===== src/verilog/turf_bridge_pkg.sv =====
`default_nettype none

package turf_bridge_pkg;

    //////////////////////////////
    // Sizes
    //////////////////////////////

    // TURFIO links behind the crate bridge
    localparam int NUM_LINKS = 4;

    // Full crate address, top bits pick the link
    localparam int CRATE_ADDR_W = 27;

    // Address as seen by one link
    localparam int LINK_ADDR_W = 25;

    // Link select bits taken off the crate address
    localparam int LINK_SEL_W = CRATE_ADDR_W - LINK_ADDR_W;

    // Two bits of bridge type per link
    localparam int TYPE_W = 2 * NUM_LINKS;

    localparam int DATA_W = 32;

    //////////////////////////////
    // Encodings
    //////////////////////////////

    typedef enum logic [1:0] {
        BRIDGE_NONE   = 2'd0,
        BRIDGE_AURORA = 2'd1,
        BRIDGE_RSVD2  = 2'd2,
        BRIDGE_RSVD3  = 2'd3
    } bridge_type_e;

    // Completion status
    typedef enum logic [1:0] {
        ERR_OK      = 2'd0,
        ERR_INVALID = 2'd1,
        ERR_TIMEOUT = 2'd2
    } bridge_err_e;

    //////////////////////////////
    // Bundles
    //////////////////////////////

    // Request from the register side, 60 bits
    typedef struct packed {
        logic                    we;
        logic [CRATE_ADDR_W-1:0] addr;
        logic [DATA_W-1:0]       data;
    } crate_req_t;

    // Command to one link, select bits stripped
    typedef struct packed {
        logic                   we;
        logic [LINK_ADDR_W-1:0] addr;
        logic [DATA_W-1:0]      data;
    } link_cmd_t;

    // Completion with status and read data
    typedef struct packed {
        bridge_err_e       status;
        logic [DATA_W-1:0] data;
    } bridge_done_t;

endpackage

`default_nettype wire


===== src/verilog/bridge_collect.sv =====
`timescale 1ns/1ps
`default_nettype none

module bridge_collect
    import turf_bridge_pkg::*;
(
    input  wire logic                            ps_clk,
    input  wire logic                            rst_n_i,

    input  wire logic [NUM_LINKS-1:0]            link_done_i,
    input  wire bridge_done_t [NUM_LINKS-1:0]    link_data_i,

    input  wire logic                            inv_done_i,
    input  wire logic [LINK_SEL_W-1:0]           inv_link_i,

    input  wire logic                            clear_i,

    output logic                                 done_o,
    output bridge_done_t                         done_data_o,
    output logic [NUM_LINKS-1:0]                 timeout_o,
    output logic [NUM_LINKS-1:0]                 invalid_o
);

    logic                             link_any;
    logic [$bits(bridge_done_t)-1:0] link_merge;

    logic                             done_q;
    bridge_done_t                     done_data_q;
    logic [NUM_LINKS-1:0]             timeout_q;
    logic [NUM_LINKS-1:0]             invalid_q;

    //////////////////////////////
    // Completion merge
    //////////////////////////////

    // At most one link completes at a time, so OR is enough
    always_comb begin
        link_any   = 1'b0;
        link_merge = '0;
        for (int i = 0; i < NUM_LINKS; i++) begin
            if (link_done_i[i]) begin
                link_any   = 1'b1;
                link_merge = link_merge | link_data_i[i];
            end
        end
    end

    always_ff @(posedge ps_clk) begin
        if (inv_done_i) begin
            done_data_q.status <= ERR_INVALID;
            done_data_q.data   <= '0;
        end else if (link_any) begin
            done_data_q <= bridge_done_t'(link_merge);
        end
    end

    //////////////////////////////
    // Done pulse and sticky flags
    //////////////////////////////

    always_ff @(posedge ps_clk) begin
        if (!rst_n_i) begin
            done_q    <= 1'b0;
            timeout_q <= '0;
            invalid_q <= '0;
        end else begin
            done_q <= link_any | inv_done_i;
            if (clear_i) begin
                timeout_q <= '0;
                invalid_q <= '0;
            end else begin
                for (int i = 0; i < NUM_LINKS; i++) begin
                    if (link_done_i[i] && link_data_i[i].status == ERR_TIMEOUT) begin
                        timeout_q[i] <= 1'b1;
                    end
                end
                if (inv_done_i) begin
                    invalid_q[inv_link_i] <= 1'b1;
                end
            end
        end
    end

    assign done_o      = done_q;
    assign done_data_o = done_data_q;
    assign timeout_o   = timeout_q;
    assign invalid_o   = invalid_q;

endmodule

`default_nettype wire


===== src/verilog/bridge_dispatch.sv =====
`timescale 1ns/1ps
`default_nettype none

module bridge_dispatch
    import turf_bridge_pkg::*;
(
    input  wire logic                  ps_clk,
    input  wire logic                  rst_n_i,

    input  wire logic                  req_i,
    input  wire crate_req_t            req_data_i,

    input  wire logic                  type_we_i,
    input  wire logic [TYPE_W-1:0]     type_i,
    input  wire logic [NUM_LINKS-1:0]  link_up_i,

    input  wire logic                  done_i,

    output logic [NUM_LINKS-1:0]       start_o,
    output link_cmd_t                  cmd_o,
    output logic                       inv_done_o,
    output logic [LINK_SEL_W-1:0]      inv_link_o,
    output logic                       busy_o,
    output logic [TYPE_W-1:0]          type_o
);

    logic [TYPE_W-1:0]     type_q;
    logic                  busy_q;
    logic                  inv_done_q;
    logic [LINK_SEL_W-1:0] inv_link_q;

    logic                  accept;
    logic [LINK_SEL_W-1:0] link_sel;
    bridge_type_e          link_type;
    logic                  link_ok;

    //////////////////////////////
    // Request decode
    //////////////////////////////

    // New requests only when nothing is in flight
    assign accept   = req_i & ~busy_q;
    assign link_sel = req_data_i.addr[CRATE_ADDR_W-1:LINK_ADDR_W];

    assign link_type = bridge_type_e'(type_q[link_sel*2 +: 2]);

    // Link usable only as an Aurora bridge that is up
    assign link_ok = (link_type == BRIDGE_AURORA) && link_up_i[link_sel];

    always_comb begin
        start_o = '0;
        if (accept && link_ok) begin
            start_o[link_sel] = 1'b1;
        end
    end

    // Forwarded command, transactor captures it on start
    assign cmd_o.we   = req_data_i.we;
    assign cmd_o.addr = req_data_i.addr[LINK_ADDR_W-1:0];
    assign cmd_o.data = req_data_i.data;

    //////////////////////////////
    // Busy and bridge type
    //////////////////////////////

    always_ff @(posedge ps_clk) begin
        if (!rst_n_i) begin
            busy_q     <= 1'b0;
            type_q     <= {NUM_LINKS{BRIDGE_NONE}};
            inv_done_q <= 1'b0;
        end else begin
            if (done_i) begin
                busy_q <= 1'b0;
            end else if (accept) begin
                busy_q <= 1'b1;
            end
            // Type changes wait until the bridge is idle
            if (type_we_i && !busy_q) begin
                type_q <= type_i;
            end
            inv_done_q <= accept & ~link_ok;
        end
    end

    // Which link the rejected request named
    always_ff @(posedge ps_clk) begin
        if (accept) begin
            inv_link_q <= link_sel;
        end
    end

    assign inv_done_o = inv_done_q;
    assign inv_link_o = inv_link_q;
    assign busy_o     = busy_q;
    assign type_o     = type_q;

endmodule

`default_nettype wire


===== src/verilog/link_transactor.sv =====
`timescale 1ns/1ps
`default_nettype none

module link_transactor
    import turf_bridge_pkg::*;
#(
    parameter int TIMEOUT_CYCLES = 256
)
(
    input  wire logic              ps_clk,
    input  wire logic              rst_n_i,

    input  wire logic              start_i,
    input  wire link_cmd_t         cmd_i,

    input  wire logic              resp_valid_i,
    input  wire logic [DATA_W-1:0] resp_data_i,

    output logic                   cmd_valid_o,
    output link_cmd_t              cmd_o,

    output logic                   done_o,
    output bridge_done_t           done_data_o
);

    localparam int CNT_W = $clog2(TIMEOUT_CYCLES + 1);

    typedef enum logic {
        IDLE      = 1'b0,
        WAIT_RESP = 1'b1
    } xact_state_e;

    xact_state_e  state_q;
    logic [CNT_W-1:0] wait_cnt_q;
    logic         expired;

    logic         cmd_valid_q;
    link_cmd_t    cmd_q;
    logic         done_q;
    bridge_done_t done_data_q;

    // Last waiting cycle before giving up
    assign expired = (wait_cnt_q == CNT_W'(TIMEOUT_CYCLES - 1));

    //////////////////////////////
    // Command and response FSM
    //////////////////////////////

    always_ff @(posedge ps_clk) begin
        if (!rst_n_i) begin
            state_q     <= IDLE;
            wait_cnt_q  <= '0;
            cmd_valid_q <= 1'b0;
            done_q      <= 1'b0;
        end else begin
            cmd_valid_q <= 1'b0;
            done_q      <= 1'b0;
            case (state_q)
                IDLE: begin
                    if (start_i) begin
                        cmd_valid_q <= 1'b1;
                        wait_cnt_q  <= '0;
                        state_q     <= WAIT_RESP;
                    end
                end
                WAIT_RESP: begin
                    // A response wins over an expiry in the same cycle
                    if (resp_valid_i || expired) begin
                        done_q  <= 1'b1;
                        state_q <= IDLE;
                    end else begin
                        wait_cnt_q <= wait_cnt_q + 1'b1;
                    end
                end
                default: begin
                    state_q <= IDLE;
                end
            endcase
        end
    end

    //////////////////////////////
    // Payload capture
    //////////////////////////////

    always_ff @(posedge ps_clk) begin
        if (state_q == IDLE && start_i) begin
            cmd_q <= cmd_i;
        end
        if (state_q == WAIT_RESP) begin
            if (resp_valid_i) begin
                done_data_q.status <= ERR_OK;
                done_data_q.data   <= resp_data_i;
            end else if (expired) begin
                // No data on a timeout
                done_data_q.status <= ERR_TIMEOUT;
                done_data_q.data   <= '0;
            end
        end
    end

    assign cmd_valid_o = cmd_valid_q;
    assign cmd_o       = cmd_q;
    assign done_o      = done_q;
    assign done_data_o = done_data_q;

endmodule

`default_nettype wire


===== src/verilog/turf_crate_bridge.sv =====
`timescale 1ns/1ps
`default_nettype none

module turf_crate_bridge
    import turf_bridge_pkg::*;
#(
    parameter int TIMEOUT_CYCLES = 256
)
(
    input  wire logic                                   ps_clk,
    input  wire logic                                   rst_n_i,

    input  wire logic                                   req_i,
    input  wire crate_req_t                             req_data_i,
    output logic                                        busy_o,
    output logic                                        done_o,
    output bridge_done_t                                done_data_o,

    input  wire logic                                   type_we_i,
    input  wire logic [TYPE_W-1:0]                      type_i,
    output logic [TYPE_W-1:0]                           type_o,
    input  wire logic [NUM_LINKS-1:0]                   link_up_i,

    input  wire logic                                   clear_i,
    output logic [NUM_LINKS-1:0]                        timeout_o,
    output logic [NUM_LINKS-1:0]                        invalid_o,

    output logic [NUM_LINKS-1:0]                        link_cmd_valid_o,
    output link_cmd_t [NUM_LINKS-1:0]                   link_cmd_o,
    input  wire logic [NUM_LINKS-1:0]                   link_resp_valid_i,
    input  wire logic [NUM_LINKS-1:0][DATA_W-1:0]       link_resp_data_i
);

    logic [NUM_LINKS-1:0]          start;
    link_cmd_t                     cmd;
    logic                          inv_done;
    logic [LINK_SEL_W-1:0]         inv_link;
    logic [NUM_LINKS-1:0]          link_done;
    bridge_done_t [NUM_LINKS-1:0]  link_data;

    //////////////////////////////
    // Dispatch
    //////////////////////////////

    bridge_dispatch u_dispatch (
        .ps_clk     (ps_clk),
        .rst_n_i    (rst_n_i),
        .req_i      (req_i),
        .req_data_i (req_data_i),
        .type_we_i  (type_we_i),
        .type_i     (type_i),
        .link_up_i  (link_up_i),
        .done_i     (done_o),
        .start_o    (start),
        .cmd_o      (cmd),
        .inv_done_o (inv_done),
        .inv_link_o (inv_link),
        .busy_o     (busy_o),
        .type_o     (type_o)
    );

    // One transactor per TURFIO link
    for (genvar i = 0; i < NUM_LINKS; i++) begin : g_link
        link_transactor #(
            .TIMEOUT_CYCLES(TIMEOUT_CYCLES)
        ) u_xact (
            .ps_clk       (ps_clk),
            .rst_n_i      (rst_n_i),
            .start_i      (start[i]),
            .cmd_i        (cmd),
            .resp_valid_i (link_resp_valid_i[i]),
            .resp_data_i  (link_resp_data_i[i]),
            .cmd_valid_o  (link_cmd_valid_o[i]),
            .cmd_o        (link_cmd_o[i]),
            .done_o       (link_done[i]),
            .done_data_o  (link_data[i])
        );
    end

    bridge_collect u_collect (
        .ps_clk      (ps_clk),
        .rst_n_i     (rst_n_i),
        .link_done_i (link_done),
        .link_data_i (link_data),
        .inv_done_i  (inv_done),
        .inv_link_i  (inv_link),
        .clear_i     (clear_i),
        .done_o      (done_o),
        .done_data_o (done_data_o),
        .timeout_o   (timeout_o),
        .invalid_o   (invalid_o)
    );

endmodule

`default_nettype wire

===== config.mk =====
export PLATFORM = sky130hd
export DESIGN_NAME = turf_crate_bridge
export DESIGN_NICKNAME = d
export VERILOG_FILES = /design/src/verilog/turf_bridge_pkg.sv /design/src/verilog/bridge_collect.sv /design/src/verilog/bridge_dispatch.sv /design/src/verilog/link_transactor.sv /design/src/verilog/turf_crate_bridge.sv
export SDC_FILE = /design/constraint.sdc
export NUM_CORES = 1
export LEC_CHECK = 0
export BUFFER_PORTS_ARGS = -buffer_cell sky130_fd_sc_hd__buf_2
export CAP_MARGIN = 20
export CELL_PAD_IN_SITES_DETAIL_PLACEMENT = 0
export CELL_PAD_IN_SITES_GLOBAL_PLACEMENT = 1
export CORE_MARGIN = 3
export CORE_UTILIZATION = 38
export CTS_CLUSTER_SIZE = 24
export DETAILED_ROUTE_END_ITERATION = 7
export GPL_TIMING_DRIVEN = 0
export PLACE_DENSITY_LB_ADDON = 0.25
export RECOVER_POWER = 100
export SYNTH_ARGS = -nofsm -noshare
export SYNTH_HDL_FRONTEND = slang
export SYNTH_SLANG_ARGS = --single-unit

===== constraint.sdc =====
create_clock -name ps_clk -period 4.95 [get_ports ps_clk]
set_input_delay 0.99 -clock ps_clk [delete_from_list [all_inputs] [get_ports ps_clk]]
set_output_delay 0.99 -clock ps_clk [all_outputs]
set_load 0.02 [all_outputs]

# Word level (Yosys, flattened, before mapping)
# Cells that the tools add are included.
[totals]
register_bits = 467
in_bits = 209
out_inout_bits = 288
word_cells = 175
[op_classes]
addsub = 4
n_lt_le_gt_ge = 4
eq_ne = 13
shift = 1
mux = 51
bitwise_logic = 14
reduce_logical = 40
[op_table]
columns = ["op", "count"]
rows = [
  ["$mux 34", 8],
  ["$mux 32", 4],
  ["$or 34x34->34", 3],
  ["$mux 9", 8],
  ["$pmux 9 s2", 4],
  ["$add 9x1->9 const B", 4],
  ["$eq 9x8->1 const B", 4],
  ["$reduce_and 2->1", 12],
  ["$mux 1", 19],
  ["$ne 2x2->1 const B", 8],
  ["$logic_and 1x1->1", 13],
  ["$reduce_or 2->1", 6],
  ["$pmux 1 s2", 4],
  ["$reduce_bool 2->1", 4],
  ["$shiftx 8x4->2", 1],
  ["$not 1->1", 7],
  ["$lt 2x3->1 const B", 2],
  ["$demux 1 s2", 2],
  ["$ge 2x1->1 const B", 2],
  ["$logic_or 1x1->1", 4],
  ["$mux 4", 1],
  ["$or 4x4->4", 1],
  ["$and 1x1->1", 2],
  ["$bmux 1 s2", 1],
  ["3 further kinds", 3],
]

# Logic depth before layout (Yosys ltp)
# Gate-level depths: netlist of run 1.
[depth]
word_depth = 7
ltp_mapped = 10
mapped_depth_nobuf = 9

# Hierarchy
# From an unflattened synthesis of run 1, not the netlist that was laid out.
[unflattened]
cells_unflattened = 1082
hier_area_um2 = 17300.3
[by_module_without_submodules]
columns = ["module", "instances", "cells_each", "area_per_inst_um2", "seq_area_each_um2"]
rows = [
  ["link_transactor", 4, 194, 3540.9, 2972.9],
  ["bridge_collect", 1, 198, 2135.8, 860.8],
  ["bridge_dispatch", 1, 108, 1001.0, 260.2],
]

# Least setup slack after synthesis of run 1
# Ideal clock, no wire load.
[synth_path]
path_kind = "in2reg"
from = "in req_data_i[57] (netlist bit)"
to = "reg g_link[1].u_xact.cmd_q (netlist bit g_link[1].u_xact.cmd_o[0]), enable pin"
setup_ns = 0.408
arrival_time_ns = 3.139
t_required_ns = 4.542
slack_ns = 1.403
cell_stages = 5
path_buffers = 2
path_cell_list = "buf_6 > or3b_1 > a2111o_1 > buf_6 > a21boi_4"
[synth_via]
elab_chain_len = 6
word_cells_on_any_way = 13
cone_classes = "2 x order compare; 1 x eq/ne; 1 x shift; 5 x mux; 4 x reduce/logical"
[synth_lines]
columns = ["item", "line_no", "rtl"]
rows = [
  ["start: declaration", "turf_crate_bridge.sv:14", "input wire crate_req_t req_data_i,"],
  ["$shiftx 8x4->2, or another cell as far along", "bridge_dispatch.sv:45", "assign link_type = bridge_type_e'(type_q[link_sel*2 +: 2]);"],
  ["$eq 2x1->1, or another cell as far along", "bridge_dispatch.sv:48", "assign link_ok = (link_type == BRIDGE_AURORA) && link_up_i[link_sel];"],
  ["$logic_and 1x1->1 / $mux 1 (equally long branches)", "bridge_dispatch.sv:48, bridge_dispatch.sv:53", ""],
  ["$logic_and 1x1->1 / $demux 1 s2 (equally long branches)", "--", ""],
  ["$mux 4 (*)", "bridge_dispatch.sv:52", "if (accept && link_ok) begin"],
  ["$logic_and 1x1->1 (*)", "link_transactor.sv:87", "if (state_q == IDLE && start_i) begin"],
  ["end signal: assignment", "link_transactor.sv:88", "cmd_q <= cmd_i;"],
  ["end: declaration", "link_transactor.sv:38", "link_cmd_t cmd_q;"],
]
# Mark *: on every way between the ends. The rest lies on a longest branch, timed or not. The select of a mux whose other input is x is not followed.
# A chain may end at the register's enable or synchronous reset.

# Final worst setup path of run 1
[layout_path]
from = "in req_data_i[57] (netlist bit)"
to = "reg g_link[1].u_xact.cmd_q (netlist bit g_link[1].u_xact.cmd_o[45]), enable pin"
# Same word-level chain as after synthesis.

==> results of run 1 <==
==> synthesized netlist by cell type, types with 3 or more instances <==
cell	n
edfxtp_1	366
and2_1	131
dfxtp_1	101
a22oi_1	66
nand2_1	65
clkbuf_1	49
a31oi_1	41
nor2_1	33
nand3_1	27
nor3_1	16
inv_1	14
and3_1	13
mux2i_1	13
o22ai_1	11
a21oi_1	10
o21ai_0	9
ha_1	8
nand4_1	7
a311oi_1	6
nor3b_1	6
o21a_1	6
buf_4	4
nor2b_1	4
a21boi_4	3
a21o_1	3
a31o_2	3
buf_6	3
nand2b_1	3
nor4_1	3
o32ai_1	3
xor2_1	3
==> layout make-up <==
cell class,count,share of cell area
multi-input cells,521,0.155
plain buffers,60,0.0121
diodes,7,0.000828
clock inverters,25,0.00959
inverters,14,0.00249
clock buffers,69,0.0660
repair buffers,503,0.105
flip-flops and latches,467,0.615
well taps,577,0.0341
==> state kept, by name (all words and copies together) (netlist names) <==
signal / count
u_dispatch.type_o: 8
g_link.u_xact.done_data_o: 132
g_link.u_xact.cmd_o: 232
u_collect.done_data_o: 34
g_link.u_xact.state_q: 4
u_dispatch.inv_done_o: 1
g_link.u_xact.done_o: 4
u_collect.invalid_o: 4
g_link.u_xact.cmd_valid_o: 4
u_dispatch.busy_o: 1
g_link.u_xact.wait_cnt_q: 36
u_dispatch.inv_link_o: 2
u_collect.timeout_o: 4
u_collect.done_o: 1
==> power by group <==
group,total (mW),internal [mW],leakage (nW),switching [mW]
Sequential,4.26,4.24,4.13,0.0107
Clock,3.60,2.13,0.776,1.48
Combinational,0.265,0.104,2.13,0.161
Total,8.12,6.48,7.04,1.65
==> stage by stage <==
step	hold slack (ns)	cells
after floorplan	0.449	1062
after global placement	0.433	2132
after detailed placement	0.439	2142
after CTS	0.449	2236
after global routing	0.486	2241
final	0.449	2243
==> worst max-delay path, cell delays in order <==
cell and delay (ns):
clkbuf_1 0.09, clkbuf_1 0.38, and3b_2 0.28, o2111ai_1 0.54, a21boi_4 0.87, buf_12 0.28, buf_12 0.21
==> kinds of logic after synthesis <==
group,synth area share
flops,0.783
simple gates,0.105
compound gates,0.0746
buf+inv,0.0191
mux,0.00918
fa+ha+maj,0.00602
xor+xnor,0.00264
==> worst paths after layout <==
kind | startpoint | to
min | u_collect.done_data_o[32] | u_collect.done_data_o[32]
max reg2reg | g_link[3].u_xact.wait_cnt_q[0] | g_link[3].u_xact.done_data_o[3]
min reg2reg | u_collect.done_data_o[32] | u_collect.done_data_o[32]
max | req_data_i[57] | g_link[1].u_xact.cmd_o[45]
==> per-layer routing <==
| metal | GRT usage | part of all wire |
|---|---|---|
| met5 | 0 | 0.00091 |
| met4 | 0.0626 | 0.024 |
| met3 | 0.0453 | 0.063 |
| met2 | 0.339 | 0.50 |
| met1 | 0.256 | 0.41 |
==> results.cfg, run 1 <==
[place]
io_buffer_count = 493
dp_hpwl_mm = 35.0
finalWeightedCongestion = 0.830
dp_slack_ns = 1.18
postPlaceCellArea_um2 = 20000

[route]
wl_per_cell_um = 21.5
postRouteAntennaNets = 0
wirelength_mm = 48.3
drtIter0Drc = 754
num_vias = 11000
drc = 0
detail_route.first_pass.iterations = 5
vias_per_cell = 4.92

[layout]
fin_nets = 1834
final_common_cell = clkbuf_1
synthToLayoutAreaGrowth_pct = 27.2
postLayoutCoreUtil = 0.496
n_fill_cell = 3907
final_area_um2 = 21100
layout_common_cells = clkbuf_1, edfxtp_1, buf_2, dfxtp_1, and2_0
regArea_um2 = 13000
multi_input_area_um2 = 3270
layout-drive-gt1-share = 0.143

[global_routing]
grt_pass1_wl_mm = 70.2
grt_pass1_vias = 10800
grtUsageTotal = 0.200
grt_max_degree = 68
grt_overflow = 0
grt_antenna_before_repair = 11

[min_path]
hp-class = register to register
holdPathStages = 2

[sta]
setup_ws_ns = 1.52
tightest_slew_ns = 1.88
hold_viol_final = 0
slew_viol_final = 50
min_period_ns = 3.43
setup_viol = 0
period_share = 0.694
finalClockSkew_ns = 0.0149
slew_headroom = -0.253
fin_setup_tns_ns = 0
rsz0062_at_grt = false
fmax_mhz = 291

[status]
run_status = finished with violations
violations = max-capacitance violations, max-slew violations

[floorplan]
row_count = 75
die_h_um = 215
die_w_um = 215
die_area_um2 = 46300
coreArea_um2 = 42600
start_util = 0.390
ios = 497

[synth]
synth_top_area_frac = 0.661
syn_inst = 1062
async_flop_share = 0
synth_top_area_cell = edfxtp_1
synth_flop_cell = edfxtp_1
netlist_area_um2 = 16600
synthDistinctLibCells = 55
yosys_warnings = 0
synth.top_cells.by_area = edfxtp_1, dfxtp_1, and2_1, a22oi_1, a31oi_1
avgSynthCellArea_um2 = 15.6
yosysSeqAreaShare = 0.783
syn_nets = 1279
ys_ff_latch = 467
synth_edf_count = 366

[setup_path]
required_ns = 5.21
cp-end-kind = register
path_class = input pin to register
rr_worst_depth = 6
arrival_ns = 3.70
r2r_setup_slack_ns = 1.53
critPathMaxFanout = 24
cp-start-kind = input pin

[cts]
cts_root_buf = clkbuf_16
postCtsHoldBufs = 0
htreeDepth = 2
clkSinkCount = 467
cts_tree = done
clkLatencyLatePin_ns = 0.57
cts_max_path_buffers = 3
cts_buffers = 50
postCtsSetupRepairBufs = 0
path_clk_slew_ns = 0.06
cts_resized = 0

[power]
power.density_nw_per_um2 = 384
irDropWorstVdd_mv = 0.230
power_mw = 8.12
p_leak_nw = 7.04

[run]
maxCapViolations = 3
No activity file was read; power rests on OpenSTA's default activity.
==> run 2, diff against run 1 <==
- clock period: 4.95 -> 3.4 ns (I/O delays scaled with it)
==> results.cfg, run 2 (synthesized netlist as in run 1, its figures left out) <==
[status]
run_status = finished with violations
violations = max-capacitance violations, max-slew violations

[setup_path]
cp-start-kind = register
arrival_ns = 3.18
critPathMaxFanout = 67
required_ns = 3.58
path_class = register to register
cp-end-kind = register

[sta]
hold_viol_final = 0
setup_viol = 0
period_share = 0.880
min_period_ns = 2.99
finalClockSkew_ns = 0.0153
fmax_mhz = 334
rsz0062_at_grt = false
slew_headroom = -0.0366
slew_viol_final = 9
tightest_slew_ns = 1.54
hold_ws_ns = 0.296

[cts]
path_clk_slew_ns = 0.06
cts_resized = 0
postCtsSetupRepairBufs = 0
htreeDepth = 2
clkLatencyLatePin_ns = 0.57
cts_buffers = 50
cts_max_path_buffers = 3
cts_tree = done
postCtsHoldBufs = 0
clkSinkCount = 467
cts_root_buf = clkbuf_16

[floorplan]
coreArea_um2 = 42600
start_util = 0.390
die_w_um = 215
die_h_um = 215
row_count = 75
ios = 497
die_area_um2 = 46300

[global_routing]
grt_antenna_before_repair = 11
grt_pass1_vias = 10800
grt_pass1_wl_mm = 70.2
grtUsageTotal = 0.200
grt_max_degree = 68
grt_overflow = 0

[power]
power.density_nw_per_um2 = 559
p_leak_nw = 7.05
irDropWorstVdd_mv = 0.335

[layout]
final_common_cell = clkbuf_1
fin_nets = 1834
layout_common_cells = clkbuf_1, edfxtp_1, buf_2, dfxtp_1, and2_0
multi_input_area_um2 = 3280
layout-drive-gt1-share = 0.147
n_fill_cell = 3906
largest_register_ffs = 232
synthToLayoutAreaGrowth_pct = 27.3
final_area_um2 = 21200
regArea_um2 = 13000

[run]
maxCapViolations = 1

[min_path]
hp-class = input pin to register

[place]
io_buffer_count = 493
finalWeightedCongestion = 0.830
postPlaceCellArea_um2 = 20000
dp_hpwl_mm = 35.0

[route]
wirelength_mm = 48.3
vias_per_cell = 4.92
drtIter0Drc = 715
postRouteAntennaNets = 0
detail_route.first_pass.iterations = 5
wl_per_cell_um = 21.5
drc = 0
num_vias = 11000
-- run 2: cell count changes in the layout (fill, tap and decap cells not counted) --
| cell | change |
|---|---|
| and2_0 | -1 |
| and2_2 | +1 |
| buf_2 | +1 |
| clkbuf_1 | -3 |
| clkbuf_2 | +1 |
| clkbuf_4 | +1 |
| nor2b_1 | -2 |
| nor2b_2 | +2 |
-- run 2: metal layers --
layer  GRT usage  up-vias  wire, µm
met3      0.0453       78      3200
li1            -     5130         -
met1       0.256     5445     19800
met2       0.339      381     24100
met5           0        -        44
met4      0.0626        8      1150
-- run 2: cell type report --
| cell class | instances | area share |
|---|---|---|
| flip-flops and latches | 467 | 0.615 |
| multi-input cells | 521 | 0.155 |
| plain buffers | 60 | 0.0123 |
| repair buffers | 503 | 0.105 |
| clock inverters | 25 | 0.00958 |
| diodes | 7 | 0.000828 |
| clock buffers | 69 | 0.0660 |
| well taps | 577 | 0.0341 |
| inverters | 14 | 0.00248 |
-- run 2: per-stage QoR --
step                std cells  worst slack [ns]  utilization  setup TNS, ns  power (mW)
floorplan                1062             0.153            -              0        6.48
global placement         2132             -1.29        0.465        -245.33        6.72
detailed placement       2142           -0.0630        0.470          -1.36        6.73
CTS                      2236             0.500        0.508              0        12.0
global route             2241             0.267        0.496              0        12.3
finish                   2243             0.407        0.497              0        11.8
-- run 2: report_power, final --
group	switching (mW)	total [mW]	internal, mW
registers	0.0157	6.20	6.18
logic	0.235	0.387	0.152
clock network	2.15	5.25	3.10
-- run 2: worst max-delay path: stages (launching register included) --
cell and delay [ns]:
dfxtp_1 0.34, nand2b_1 0.19, inv_1 0.12, o2111ai_1 0.53, a21boi_0 0.43, clkbuf_4 0.87
-- run 2: path summary, 6_finish.rpt --
| check | start | to | slack (ns) | cells after the start |
|---|---|---|---|---|
| min | req_data_i[58] | u_dispatch.inv_link_o[1] | 0.30 | 1 |
| max | u_dispatch.busy_o | g_link[2].u_xact.cmd_o[11] | 0.41 | 5 |
| max reg2reg | u_dispatch.busy_o | g_link[2].u_xact.cmd_o[11] | 0.41 | 5 |
| min reg2reg | u_collect.done_data_o[32] | u_collect.done_data_o[32] | 0.45 | 2 |
==> run 3, diff against run 2 <==
- PLACE_DENSITY: not set -> 0.84
- PLACE_DENSITY_LB_ADDON: 0.25 -> not set
==> results.cfg, run 3 (synthesized netlist as in run 1, its figures left out) <==
[cts]
cts_root_buf = clkbuf_16
postCtsHoldBufs = 0
cts_buffers = 49
cts_max_path_buffers = 3
cts_tree = done
clkSinkCount = 467
htreeDepth = 2
clkLatencyLatePin_ns = 0.56
cts_resized = 0
postCtsSetupRepairBufs = 0
path_clk_slew_ns = 0.06

[route]
num_vias = 11100
postRouteAntennaNets = 0
drtIter0Drc = 835
wirelength_mm = 45.8
wl_per_cell_um = 20.5
drc = 0
vias_per_cell = 4.95
detail_route.first_pass.iterations = 4

[layout]
fin_cells = 2236
final_area_um2 = 21000
fin_nets = 1834
layout_common_cells = clkbuf_1, edfxtp_1, buf_2, dfxtp_1, and2_0
largest_register_ffs = 232
layout-drive-gt1-share = 0.151
synthToLayoutAreaGrowth_pct = 26.6
final_common_cell = clkbuf_1

[sta]
min_period_ns = 2.99
slew_headroom = 0.0596
tightest_slew_ns = 1.40
period_share = 0.879
hold_viol_final = 0
fmax_mhz = 335
rsz0062_at_grt = false
setup_viol = 0
slew_viol_final = 0
fin_setup_tns_ns = 0
finalClockSkew_ns = 0.0220

[place]
placedCellCount = 2143
postPlaceCellArea_um2 = 20100
finalWeightedCongestion = 0.838
dp_hpwl_mm = 33.1
io_buffer_count = 493

[floorplan]
start_util = 0.390
ios = 497
die_h_um = 215
die_w_um = 215
row_count = 75
die_area_um2 = 46300
coreArea_um2 = 42600

[global_routing]
grt_antenna_before_repair = 9
grt_pass1_vias = 11100
grtUsageTotal = 0.189
grt_overflow = 0
grt_max_degree = 68
grt_pass1_wl_mm = 67.2

[status]
run_status = finished, final reports clean

[power]
p_leak_nw = 6.99
power.density_nw_per_um2 = 551
irDropWorstVdd_mv = 0.426

[run]
maxCapViolations = 0

[setup_path]
required_ns = 3.60
path_class = input pin to register
r2r_setup_slack_ns = 0.42
cp-start-kind = input pin
critPathMaxFanout = 24
cp-end-kind = register
arrival_ns = 3.19

[min_path]
hp-class = input pin to register
[run 3: changes by cell type in the layout (fill, tap and decap cells not counted), moves of 3 or more]
cell,change
and2_0,+6
clkinv_1,-7
and2_1,-6
clkinvlp_4,+6
clkbuf_1,-6
buf_12,-3
clkinv_2,+6
clkbuf_16,-4
[run 3: area by class of cell]
type	instances	area (µm²)
well taps	577	722
multi-input cells	521	3280
diodes	8	20.0
inverters	14	52.6
flip-flops and latches	467	13000
clock inverters	29	243
clock buffers	56	1250
repair buffers	504	2200
fillers	3906	21600
plain buffers	60	259
[run 3: path summary, 6_finish.rpt]
kind	startpoint	endpoint	cells past startpoint
hold / removal	req_data_i[58]	u_dispatch.inv_link_o[1]	1
setup / recovery	req_data_i[57]	g_link[0].u_xact.cmd_o[41]	7
setup reg to reg	u_dispatch.busy_o	g_link[0].u_xact.cmd_o[41]	6
hold reg to reg	u_collect.done_data_o[32]	u_collect.done_data_o[32]	2
[run 3: through the flow]
stage | hold slack, ns | setup WS (ns) | utilization | power [mW]
after floorplan | 0.449 | 0.153 | - | 6.48
after global placement | 0.439 | -1.40 | 0.465 | 6.71
after detailed placement | 0.446 | -0.0155 | 0.471 | 6.73
after CTS | 0.268 | 0.552 | 0.506 | 11.7
after global routing | 0.324 | 0.214 | 0.494 | 12.0
final | 0.339 | 0.412 | 0.494 | 11.6
[run 3: power by group]
part           internal (mW)  switching [mW]
combinational          0.151           0.240
clock                   2.87            2.15
sequential              6.18          0.0149
[run 3: layer usage]
layer	track usage	routed length [µm]
met5	0	0
met3	0.0339	2570
met1	0.232	18200
met4	0.0967	2000
met2	0.320	23000
[run 3: worst max-delay path, stage by stage]
cell and delay, ns:
clkbuf_1 0.09, buf_6 0.14, nor3b_1 0.28, o2111ai_1 0.49
a21boi_4 0.77, buf_12 0.28, clkbuf_4 0.40
